`src/rtl/main_bus_pkg.sv`:
```
`default_nettype none

package main_bus_pkg;

    // One bus master's request, word addressed
    typedef struct packed {
        logic        as_n;
        logic        uds_n;
        logic        lds_n;
        logic        rnw;
        logic [23:1] a;
        logic [15:0] dout;
    } bus_cycle_t;

    // Memory map view: A[23:20], A[19:16], A[15:1]
    typedef struct packed {
        logic [3:0]  top;
        logic [3:0]  mid;
        logic [14:0] low;
    } region_view_t;

    // I/O view: A[23:9], offset A[8:3], A[2:1]
    // Register index A[3:1] is {offset[0], sub}
    typedef struct packed {
        logic [14:0] high;
        logic [5:0]  offset;
        logic [1:0]  sub;
    } io_view_t;

    typedef union packed {
        region_view_t region;
        io_view_t     io;
    } bus_addr_u;

    typedef struct packed {
        logic rom;
        logic ram;
        logic vram;
        logic oram;
        logic qs;
        logic io;
    } mem_sel_t;

    typedef struct packed {
        logic in0;
        logic in1;
        logic in2;
        logic vol;
        logic eeprom;
        logic out;
        logic obank;
        logic objcfg;
    } io_sel_t;

    // What a master sees when it does not own the bus
    parameter bus_cycle_t BUS_IDLE = '{
        as_n:  1'b1,
        uds_n: 1'b1,
        lds_n: 1'b1,
        rnw:   1'b1,
        a:     23'd0,
        dout:  16'd0
    };

endpackage

`default_nettype wire

```
`src/rtl/cabinet_pkg.sv`:
```
`default_nettype none

package cabinet_pkg;

    // Joystick wiring of the cabinet
    typedef enum logic [1:0] {
        JOY_SIX    = 2'b00,
        JOY_PUZZLE = 2'b01,
        JOY_PLAIN  = 2'b10
    } joymode_e;

    // Raw cabinet inputs, active low
    typedef struct packed {
        logic [9:0] joy1;
        logic [9:0] joy2;
        logic [9:0] joy3;
        logic [9:0] joy4;
        logic [7:0] paddle1;
        logic [7:0] paddle2;
        logic [3:0] start;
        logic [3:0] coin;
        logic       service;
        logic       test;
    } cab_in_t;

endpackage

`default_nettype wire

```
`src/rtl/bus_arbiter.sv`:
```
`timescale 1ns/100ps
`default_nettype none

module bus_arbiter #(
    parameter bit DMA_FIRST = 1'b0
) (
    input  wire                     clk,
    input  wire                     rst,
    input  main_bus_pkg::bus_cycle_t cpu_bus,
    input  main_bus_pkg::bus_cycle_t dma_bus,
    input  wire                     busreq,
    output logic                    busack,
    output main_bus_pkg::bus_cycle_t grant_bus,
    output logic                    dma_owner
);

    // CPU cycle admitted and in progress
    logic cpu_act;
    logic dma_own_q;

    always_ff @(posedge clk or posedge rst) begin
        if (rst) begin
            cpu_act   <= 1'b0;
            dma_own_q <= 1'b0;
        end else begin
            if (cpu_act) begin
                // CPU cycle ends when as_n goes back high
                if (cpu_bus.as_n) begin
                    cpu_act <= 1'b0;
                end
            end else if (dma_own_q) begin
                // Give the bus back once DMA is idle and busreq is gone
                if (!busreq && dma_bus.as_n) begin
                    dma_own_q <= 1'b0;
                end
            end else begin
                // Idle bus, tie resolved by DMA_FIRST
                if (busreq && (cpu_bus.as_n || DMA_FIRST)) begin
                    dma_own_q <= 1'b1;
                end else if (!cpu_bus.as_n) begin
                    cpu_act <= 1'b1;
                end
            end
        end
    end

    always_comb begin
        if (cpu_act) begin
            grant_bus = cpu_bus;
        end else if (dma_own_q) begin
            grant_bus = dma_bus;
        end else begin
            grant_bus = main_bus_pkg::BUS_IDLE;
        end
    end

    assign dma_owner = dma_own_q;
    // The CPU sees the grant acknowledge for as long as DMA owns the bus
    assign busack    = dma_own_q;

endmodule

`default_nettype wire

```
`src/rtl/addr_decoder.sv`:
```
`timescale 1ns/100ps
`default_nettype none

module addr_decoder (
    input  wire                     clk,
    input  wire                     rst,
    input  main_bus_pkg::bus_cycle_t grant_bus,
    input  wire [15:0]              oram_base,
    output main_bus_pkg::mem_sel_t  mem_sel,
    output main_bus_pkg::io_sel_t   io_sel,
    output logic [20:0]             rom_addr,
    output logic [22:0]             qs_addr
);

    // I/O offsets, A[8:3]
    localparam logic [5:0] OFS_IN0    = 6'h00;
    localparam logic [5:0] OFS_IN1    = 6'h02;
    localparam logic [5:0] OFS_IN2    = 6'h04;
    localparam logic [5:0] OFS_VOL    = 6'h06;
    localparam logic [5:0] OFS_EEPROM = 6'h08;
    localparam logic [5:0] OFS_OBANK  = 6'h1c;

    main_bus_pkg::bus_addr_u addr;
    logic                    io_hit;
    logic                    wr;
    logic [3:0]              top;
    logic [3:0]              mid;

    assign addr   = grant_bus.a;
    assign top    = addr.region.top;
    assign mid    = addr.region.mid;
    assign wr     = !grant_bus.rnw;
    // 80_0000 to 87_FFFF
    assign io_hit = top == 4'h8 && !mid[3];

    always_ff @(posedge clk or posedge rst) begin
        if (rst) begin
            mem_sel <= '0;
            io_sel  <= '0;
        end else if (!grant_bus.as_n) begin
            mem_sel.rom  <= top[3:2] == 2'b00;
            mem_sel.ram  <= &{top, mid};
            // 90_0000 to 92_FFFF
            mem_sel.vram <= top == 4'h9 && mid[3:2] == 2'b00 && mid[1:0] != 2'b11;
            mem_sel.oram <= top == 4'h7 && mid == oram_base[11:8];
            mem_sel.qs   <= top == 4'h6 && mid[3:1] == 3'd0;
            mem_sel.io   <= io_hit;

            io_sel.in0    <= io_hit && addr.io.offset == OFS_IN0;
            io_sel.in1    <= io_hit && addr.io.offset == OFS_IN1;
            io_sel.in2    <= io_hit && addr.io.offset == OFS_IN2;
            io_sel.vol    <= io_hit && addr.io.offset == OFS_VOL;
            // EEPROM pins and sound reset share one word, split by lane
            io_sel.eeprom <= io_hit && addr.io.offset == OFS_EEPROM && wr;
            io_sel.out    <= io_hit && addr.io.offset == OFS_EEPROM && wr;
            io_sel.obank  <= io_hit && addr.io.offset == OFS_OBANK && wr;
            io_sel.objcfg <= top == 4'h4 && wr;
        end else begin
            mem_sel <= '0;
            io_sel  <= '0;
        end
    end

    // Addresses follow the cycle, selects qualify them
    always_ff @(posedge clk) begin
        if (!grant_bus.as_n) begin
            rom_addr <= grant_bus.a[21:1];
            qs_addr  <= grant_bus.a;
        end
    end

endmodule

`default_nettype wire

```
`src/rtl/sys_regs.sv`:
```
`timescale 1ns/100ps
`default_nettype none

module sys_regs (
    input  wire                     clk,
    input  wire                     rst,
    input  main_bus_pkg::bus_cycle_t grant_bus,
    input  main_bus_pkg::io_sel_t   io_sel,
    input  cabinet_pkg::joymode_e   joymode,
    output logic                    eeprom_sclk,
    output logic                    eeprom_sdi,
    output logic                    eeprom_scs,
    output logic                    z80_rstn,
    output logic                    obank,
    output logic [15:0]             oram_base,
    output logic                    paddle_en
);

    main_bus_pkg::bus_addr_u addr;
    logic [2:0]              reg_idx;
    logic                    wr_hi;
    logic                    wr_lo;
    logic [15:0]             d;

    assign addr    = grant_bus.a;
    assign reg_idx = {addr.io.offset[0], addr.io.sub};
    assign d       = grant_bus.dout;

    // Byte lane write enables, only inside the cycle
    assign wr_hi = !grant_bus.as_n && !grant_bus.rnw && !grant_bus.uds_n;
    assign wr_lo = !grant_bus.as_n && !grant_bus.rnw && !grant_bus.lds_n;

    always_ff @(posedge clk or posedge rst) begin
        if (rst) begin
            eeprom_scs  <= 1'b0;
            eeprom_sclk <= 1'b0;
            eeprom_sdi  <= 1'b0;
            z80_rstn    <= 1'b0;
            obank       <= 1'b0;
            oram_base   <= 16'h0000;
            paddle_en   <= 1'b0;
        end else begin
            if (io_sel.eeprom && wr_hi) begin
                eeprom_sdi  <= d[12];
                eeprom_sclk <= d[13];
                eeprom_scs  <= d[14];
            end
            // Paddle switch only exists on puzzle cabinets
            if (io_sel.eeprom && wr_lo && joymode == cabinet_pkg::JOY_PUZZLE) begin
                paddle_en <= d[1];
            end
            if (io_sel.out && wr_lo) begin
                z80_rstn <= d[3];
            end
            if (io_sel.obank && wr_lo) begin
                obank <= d[0];
            end
            // Object RAM base lives at register 0 of the object block
            if (io_sel.objcfg && reg_idx == 3'd0) begin
                if (wr_hi) begin
                    oram_base[15:8] <= d[15:8];
                end
                if (wr_lo) begin
                    oram_base[7:0] <= d[7:0];
                end
            end
        end
    end

endmodule

`default_nettype wire

```
`src/rtl/input_ports.sv`:
```
`timescale 1ns/100ps
`default_nettype none

module input_ports (
    input  wire                    clk,
    input  cabinet_pkg::cab_in_t   cab_in,
    input  cabinet_pkg::joymode_e  joymode,
    input  wire                    paddle_en,
    input  wire                    eeprom_sdo,
    input  main_bus_pkg::io_sel_t  io_sel,
    output logic [15:0]            sys_data
);

    logic [15:0] in0;
    logic [15:0] in1;
    logic [15:0] in2;

    // Input words, sampled every clock
    always_ff @(posedge clk) begin
        if (paddle_en) begin
            in0 <= {cab_in.paddle2, cab_in.paddle1};
        end else begin
            in0 <= {cab_in.joy2[7:0], cab_in.joy1[7:0]};
        end
        in1 <= {cab_in.joy4[7:0], cab_in.joy3[7:0]};
        in2 <= {cab_in.coin, cab_in.start, 5'b11111,
                cab_in.service, cab_in.test, eeprom_sdo};

        if (joymode == cabinet_pkg::JOY_SIX) begin
            // Only two players, extra buttons go to in1
            in0[15]  <= 1'b1;
            in0[7]   <= 1'b1;
            in1      <= 16'hffff;
            in1[2:0] <= cab_in.joy1[9:7];
            in1[5:4] <= cab_in.joy2[8:7];
            in2[14]  <= cab_in.joy2[9];
        end
    end

    always_ff @(posedge clk) begin
        if (io_sel.in0) begin
            sys_data <= in0;
        end else if (io_sel.in1) begin
            sys_data <= in1;
        end else if (io_sel.in2) begin
            sys_data <= in2;
        end else begin
            sys_data <= 16'hffff;
        end
    end

endmodule

`default_nettype wire

```
`src/rtl/dtack_gen.sv`:
```
`timescale 1ns/100ps
`default_nettype none

module dtack_gen (
    input  wire                     clk,
    input  wire                     rst,
    input  main_bus_pkg::bus_cycle_t grant_bus,
    input  wire                     dma_owner,
    input  main_bus_pkg::mem_sel_t  mem_sel,
    input  wire                     rom_ok,
    input  wire                     ram_ok,
    input  wire                     qs_waitn,
    output logic                    cpu_dtack_n,
    output logic                    dma_dtack_n
);

    main_bus_pkg::bus_addr_u addr;
    logic                    cyc_act;
    logic                    waited;
    logic                    ack;
    logic                    bus_cs;
    logic                    busy;
    logic                    one_wait;

    assign addr   = grant_bus.a;
    assign bus_cs = |{mem_sel.rom, mem_sel.ram, mem_sel.vram, mem_sel.oram, mem_sel.qs};
    assign busy   = (mem_sel.rom & ~rom_ok)
                  | ((mem_sel.ram | mem_sel.vram | mem_sel.oram) & ~ram_ok)
                  | (mem_sel.qs & ~qs_waitn);
    // Below 5MB and from 8MB up
    assign one_wait = addr.region.top < 4'h5 || addr.region.top >= 4'h8;

    always_ff @(posedge clk or posedge rst) begin
        if (rst) begin
            cyc_act <= 1'b0;
            waited  <= 1'b0;
            ack     <= 1'b0;
        end else if (grant_bus.as_n) begin
            cyc_act <= 1'b0;
            waited  <= 1'b0;
            ack     <= 1'b0;
        end else begin
            // Aligned with the decoder's registered selects
            cyc_act <= 1'b1;
            if (cyc_act && !ack) begin
                if (bus_cs) begin
                    ack <= !busy;
                end else if (one_wait && !waited) begin
                    waited <= 1'b1;
                end else begin
                    ack <= 1'b1;
                end
            end
        end
    end

    // Ownership only changes between cycles
    assign cpu_dtack_n = !(ack && !dma_owner);
    assign dma_dtack_n = !(ack && dma_owner);

endmodule

`default_nettype wire

```
`src/rtl/main_bus_top.sv`:
```
`timescale 1ns/100ps
`default_nettype none

module main_bus_top #(
    parameter bit DMA_FIRST = 1'b0
) (
    input  wire                      clk,
    input  wire                      rst,
    // Bus masters
    input  main_bus_pkg::bus_cycle_t cpu_bus,
    input  main_bus_pkg::bus_cycle_t dma_bus,
    input  wire                      busreq,
    output logic                     busack,
    output logic                     cpu_dtack_n,
    output logic                     dma_dtack_n,
    output logic [15:0]              cpu_din,
    output logic [15:0]              dma_din,
    // Memory side
    output main_bus_pkg::mem_sel_t   mem_sel,
    output logic [20:0]              rom_addr,
    input  wire  [15:0]              rom_data,
    input  wire                      rom_ok,
    output logic [16:0]              ram_addr,
    output logic [15:0]              ram_dout,
    output logic                     uds_wn,
    output logic                     lds_wn,
    input  wire  [15:0]              ram_data,
    input  wire                      ram_ok,
    // Second video chip
    output logic                     ppu2_cs,
    input  wire  [15:0]              mmr_dout,
    // Sound CPU
    output logic [22:0]              qs_addr,
    input  wire  [7:0]               qs_din,
    input  wire                      qs_waitn,
    input  wire  [12:0]              volume,
    output logic                     z80_rstn,
    // Cabinet and system registers
    input  cabinet_pkg::cab_in_t     cab_in,
    input  cabinet_pkg::joymode_e    joymode,
    input  wire                      eeprom_sdo,
    output logic                     eeprom_sclk,
    output logic                     eeprom_sdi,
    output logic                     eeprom_scs,
    output logic                     obank,
    output logic [15:0]              oram_base
);

    main_bus_pkg::bus_cycle_t grant_bus;
    main_bus_pkg::io_sel_t    io_sel;
    main_bus_pkg::bus_addr_u  addr;
    logic                     dma_owner;
    logic                     paddle_en;
    logic [15:0]              sys_data;
    logic [15:0]              rd_mux;

    bus_arbiter #(.DMA_FIRST(DMA_FIRST)) u_arbiter (
        .clk(clk), .rst(rst), .cpu_bus(cpu_bus), .dma_bus(dma_bus),
        .busreq(busreq), .busack(busack), .grant_bus(grant_bus), .dma_owner(dma_owner)
    );

    addr_decoder u_decoder (
        .clk(clk), .rst(rst), .grant_bus(grant_bus), .oram_base(oram_base),
        .mem_sel(mem_sel), .io_sel(io_sel), .rom_addr(rom_addr), .qs_addr(qs_addr)
    );

    sys_regs u_sys_regs (
        .clk(clk), .rst(rst), .grant_bus(grant_bus), .io_sel(io_sel), .joymode(joymode),
        .eeprom_sclk(eeprom_sclk), .eeprom_sdi(eeprom_sdi), .eeprom_scs(eeprom_scs),
        .z80_rstn(z80_rstn), .obank(obank), .oram_base(oram_base), .paddle_en(paddle_en)
    );

    input_ports u_inputs (
        .clk(clk), .cab_in(cab_in), .joymode(joymode), .paddle_en(paddle_en),
        .eeprom_sdo(eeprom_sdo), .io_sel(io_sel), .sys_data(sys_data)
    );

    dtack_gen u_dtack (
        .clk(clk), .rst(rst), .grant_bus(grant_bus), .dma_owner(dma_owner),
        .mem_sel(mem_sel), .rom_ok(rom_ok), .ram_ok(ram_ok), .qs_waitn(qs_waitn),
        .cpu_dtack_n(cpu_dtack_n), .dma_dtack_n(dma_dtack_n)
    );

    assign addr     = grant_bus.a;
    // I/O offset 101_xxx
    assign ppu2_cs  = mem_sel.io && addr.io.offset[5:3] == 3'b101;
    // RAM and VRAM share the SDRAM, keep them apart
    assign ram_addr = mem_sel.ram ? {2'b00, addr.region.low} : grant_bus.a[17:1];
    assign ram_dout = grant_bus.dout;
    assign uds_wn   = grant_bus.rnw | grant_bus.uds_n;
    assign lds_wn   = grant_bus.rnw | grant_bus.lds_n;

    always_comb begin
        if (io_sel.in0 | io_sel.in1 | io_sel.in2) begin
            rd_mux = sys_data;
        end else if (mem_sel.ram | mem_sel.vram | mem_sel.oram) begin
            rd_mux = ram_data;
        end else if (mem_sel.rom) begin
            rd_mux = rom_data;
        end else if (ppu2_cs) begin
            rd_mux = mmr_dout;
        end else if (io_sel.vol) begin
            rd_mux = {3'b111, volume};
        end else if (mem_sel.qs) begin
            rd_mux = {8'hff, qs_din};
        end else begin
            rd_mux = 16'hffff;
        end
    end

    // Each master keeps its last read word
    always_ff @(posedge clk) begin
        if (dma_owner) begin
            dma_din <= rd_mux;
        end else begin
            cpu_din <= rd_mux;
        end
    end

endmodule

`default_nettype wire

```
`config.mk`:
```
export PLATFORM = sky130hd
export DESIGN_NAME = main_bus_top
export DESIGN_NICKNAME = d
export VERILOG_FILES = /design/src/rtl/main_bus_pkg.sv /design/src/rtl/cabinet_pkg.sv /design/src/rtl/bus_arbiter.sv /design/src/rtl/addr_decoder.sv /design/src/rtl/sys_regs.sv /design/src/rtl/input_ports.sv /design/src/rtl/dtack_gen.sv /design/src/rtl/main_bus_top.sv
export SDC_FILE = /design/constraint.sdc
export NUM_CORES = 1
export LEC_CHECK = 0
export BUFFER_PORTS_ARGS = -buffer_cell sky130_fd_sc_hd__clkbuf_2
export CAP_MARGIN = 15
export CORE_AREA = 3 3 142 144
export CTS_BUF_LIST = sky130_fd_sc_hd__clkbuf_8
export DETAILED_ROUTE_END_ITERATION = 8
export DIE_AREA = 0 0 145 147
export PLACE_DENSITY = 0.67
export SLEW_MARGIN = 0
export SYNTH_ARGS = -nofsm -noshare
export SYNTH_HDL_FRONTEND = slang
export SYNTH_SLANG_ARGS = --single-unit
```
`constraint.sdc`:
```
create_clock -name clk -period 8.14 [get_ports clk]
set_input_delay 2.035 -clock clk [delete_from_list [all_inputs] [get_ports clk]]
set_output_delay 2.035 -clock clk [all_outputs]
set_load 0.005 [all_outputs]
```
==> reports/metrics.yaml <==
min_path:
  min_to: "u_inputs.sys_data[11]"
  min-delay-start: "u_inputs.in0[11]"
  hold_depth: 2
  hp-class: "reg -> reg"
place:
  portBuffers: 367
  dpl.hpwl_um: 17400
  placed_cells: 1169
  gp_congestion: 0.852
drt:
  routed_wirelength_um: 22300
  post_drt_wl_per_cell_um: 18.6
  final_antenna_net_count: 0
  first_pass_iters: 5
  vias: 5857
  route.detailed.drc: 0
  vias_per_cell: 4.88
  drt_iter0_drc: 330
logic_synthesis:
  synth_edf_count: 55
  synth_commonest_cells: "dfxtp_1, buf_4, edfxtp_1, mux2_2, nand2_1"
  ys_ff_latch: 154
  synthXorXnorAreaFrac: 0.00249
  synthSimpleGateAreaFrac: 0.128
  synth_top_cell_by_area: "edfxtp_1"
  ys_seq_area_frac: 0.545
  synth.most_common_cell: "dfxtp_1"
  synth_top_family_by_area: "compound AO/OA/AOI/OAI gates"
  synth_top_area_frac: 0.235
  synth_cell_types: 60
  yosysWarnings: 0
  synth_nets: 851
  synth_compound_area_frac: 0.143
  async_flop_share: 0.260
  synth.area.top_cells: "edfxtp_1, dfxtp_1, dfrtp_1, mux2_2, buf_4"
  syn_avg_cell_area_um2: 11.3
  synth_fa_ha_area_frac: 0
  synthFlopType: "dfxtp_1"
  synth_cells: 621
  syn_area_um2: 7040
  muxShareOfSynthArea: 0.0894
setup_path:
  critPathBufInv: 4
  cp_max_fo: 17
  r2r-start: "u_decoder.io_sel[7]"
  worstReg2RegEnd: "cpu_din[6]"
  cp_data_required_time_ns: 6.11
  critical-path-top-delay-family: "buffers and inverters"
  cp_slowest_stage_delay_ns: 0.36
  end_kind: "output port"
  cp_slowest_cell: "a221o_1"
  criticalPathCategory: "in -> out"
  crit_path_cell_trace: "clkbuf_2, nand4bb_1, a221o_1, buf_4, inv_1, clkbuf_2"
  crit_top_cell: "clkbuf_2"
  ff2ff_path_depth: 3
  worstPathArrival_ns: 3.13
  reg2reg_setup_slack_ns: 5.33
  startpoint_type: "input pin"
sta:
  slew_headroom: 0.364
  finalCriticalPeriod_ns: 5.16
  clock_skew_ns: 0.0139
  fmax_mhz: 194
  rsz0062_at_grt: "no"
  setup_viol: 0
  min_period_over_period: 0.634
  slew_viol_final: 0
  hold_violations: 0
  setup-tns-final_ns: 0
  tightest_slew_ns: 0.954
clocking:
  ctsHoldBuffers: 0
  cts_buffer_depth: 2
  cts-root-buf: "clkbuf_8"
  clock_latency_ns: 0.45
  cts_resized: 0
  clkTransAtPathRegs_ns: 0.09
  numCtsBuffers: 17
  cts.sinks: 154
  cts_setup_buffers: 0
  cts_max_level: 4
  cts_tree: "yes"
pwr:
  power_leakage_nw: 4.34
  power.total_mw: 1.76
  ir_worst_vdd_uv: 92.9
  power.density_nw_per_um2: 194
finish:
  multiInputGateArea_um2: 2560
  n_antenna_cell: 0
  finalNetCount: 1158
  post-route-util: 0.483
  nFillCells: 1768
  synthToLayoutAreaGrowth_pct: 29.3
  post_route_cells_drive_above_1_share: 0.508
  instances_no_fill: 1201
  seqCellArea_um2: 3830
die:
  core_um2: 18800
  num_rows: 50
  chipHeight_um: 147
  io_pins: 372
  die-area_um2: 21300
  die_x_um: 145
  start_util: 0.374
run_status:
  status: "finished clean"
global_route:
  first_global_vias: 5955
  overflow: 0
  grt_pass1_wl_um: 33500
  track_usage: 0.203
  antenna_found_initial: 0
  grt_max_degree: 76
run:
  maxCapViolCount: 0
-- report_power, final --
part	leakage (nW)	internal [mW]	switching (mW)	total [mW]
registers	1.52	0.859	0.0211	0.880
logic	2.60	0.133	0.162	0.294
clock network	0.209	0.265	0.324	0.589
total	4.34	1.26	0.507	1.76
-- layout by cell type (no fill, tap or decap), drive strengths merged, types with 15 or more instances in the layout --
cell	instances
a21oi	20
a22o	29
clkbuf	385
dfrtp	40
dfxtp	59
edfxtp	55
inv	33
mux2	47
nand2	41
nand2b	15
nor2	32
o21ai	27
-- flip-flops by register name, indices dropped and copies added (netlist names), 6 cells and up --
signal and count:
cpu_din 16, u_inputs.in0 16, u_decoder.qs_addr 23, u_sys_regs.oram_base 16
u_decoder.mem_sel 6, u_decoder.io_sel 7, dma_din 16, u_inputs.in2 11
u_inputs.sys_data 16, u_inputs.in1 16
-- how the worst max path moves through the flow --
| stage | startpoint | endpoint | cells past startpoint |
|---|---|---|---|
| 2_1_floorplan | dma_bus[22] | ppu2_cs | 5 |
| 3_5_place_dp | dma_bus[22] | ppu2_cs | 6 |
| 6_report | dma_bus[22] | ppu2_cs | 6 |
| 4_1_cts | dma_bus[22] | ppu2_cs | 6 |
| 3_3_place_gp | dma_bus[22] | ppu2_cs | 6 |
| 5_1_grt | dma_bus[22] | ppu2_cs | 6 |
-- routing by layer --
layer | GRT usage | up-vias | share of wire
met5 | 0 | - | 0
met4 | 0.0470 | 0 | 0.011
met3 | 0.0382 | 16 | 0.051
met2 | 0.338 | 223 | 0.49
met1 | 0.276 | 2797 | 0.45
li1 | - | 2821 | -
-- kinds of logic (layout without fill, tap and decap cells) --
logic type | after synthesis | after routing
xor+xnor | 2 | 2
buf+inv | 110 | 430
simple gates | 159 | 159
compound gates | 139 | 139
mux | 57 | 57
flops | 154 | 154
-- worst register-to-register path, delay by kind of cell, from the launching register on --
| family | cells | cell delay, ns |
|---|---|---|
| AND/OR/NAND/NOR | 2 | 1.48 |
| AO/OA/AOI/OAI | 1 | 0.40 |
| flip-flops | 1 | 0.70 |
-- per-stage QoR --
step                area [µm²]  setup slack [ns]  hold WS, ns
floorplan                 7040              3.15        0.401
global placement          8700              2.99        0.415
detailed placement        8700              2.97        0.419
CTS                       9100              2.97        0.441
global route              9100              2.90        0.465
finish                    9100              2.98        0.436
-- layout make-up --
cell class	count	area share
multi-input combinational	357	0.281
tap	260	0.0358
timing repair buffer	374	0.208
clock buffer	18	0.0272
inverter	24	0.00990
clock inverter	14	0.0169
sequential	154	0.421
No activity file was read; power rests on OpenSTA's default activity.
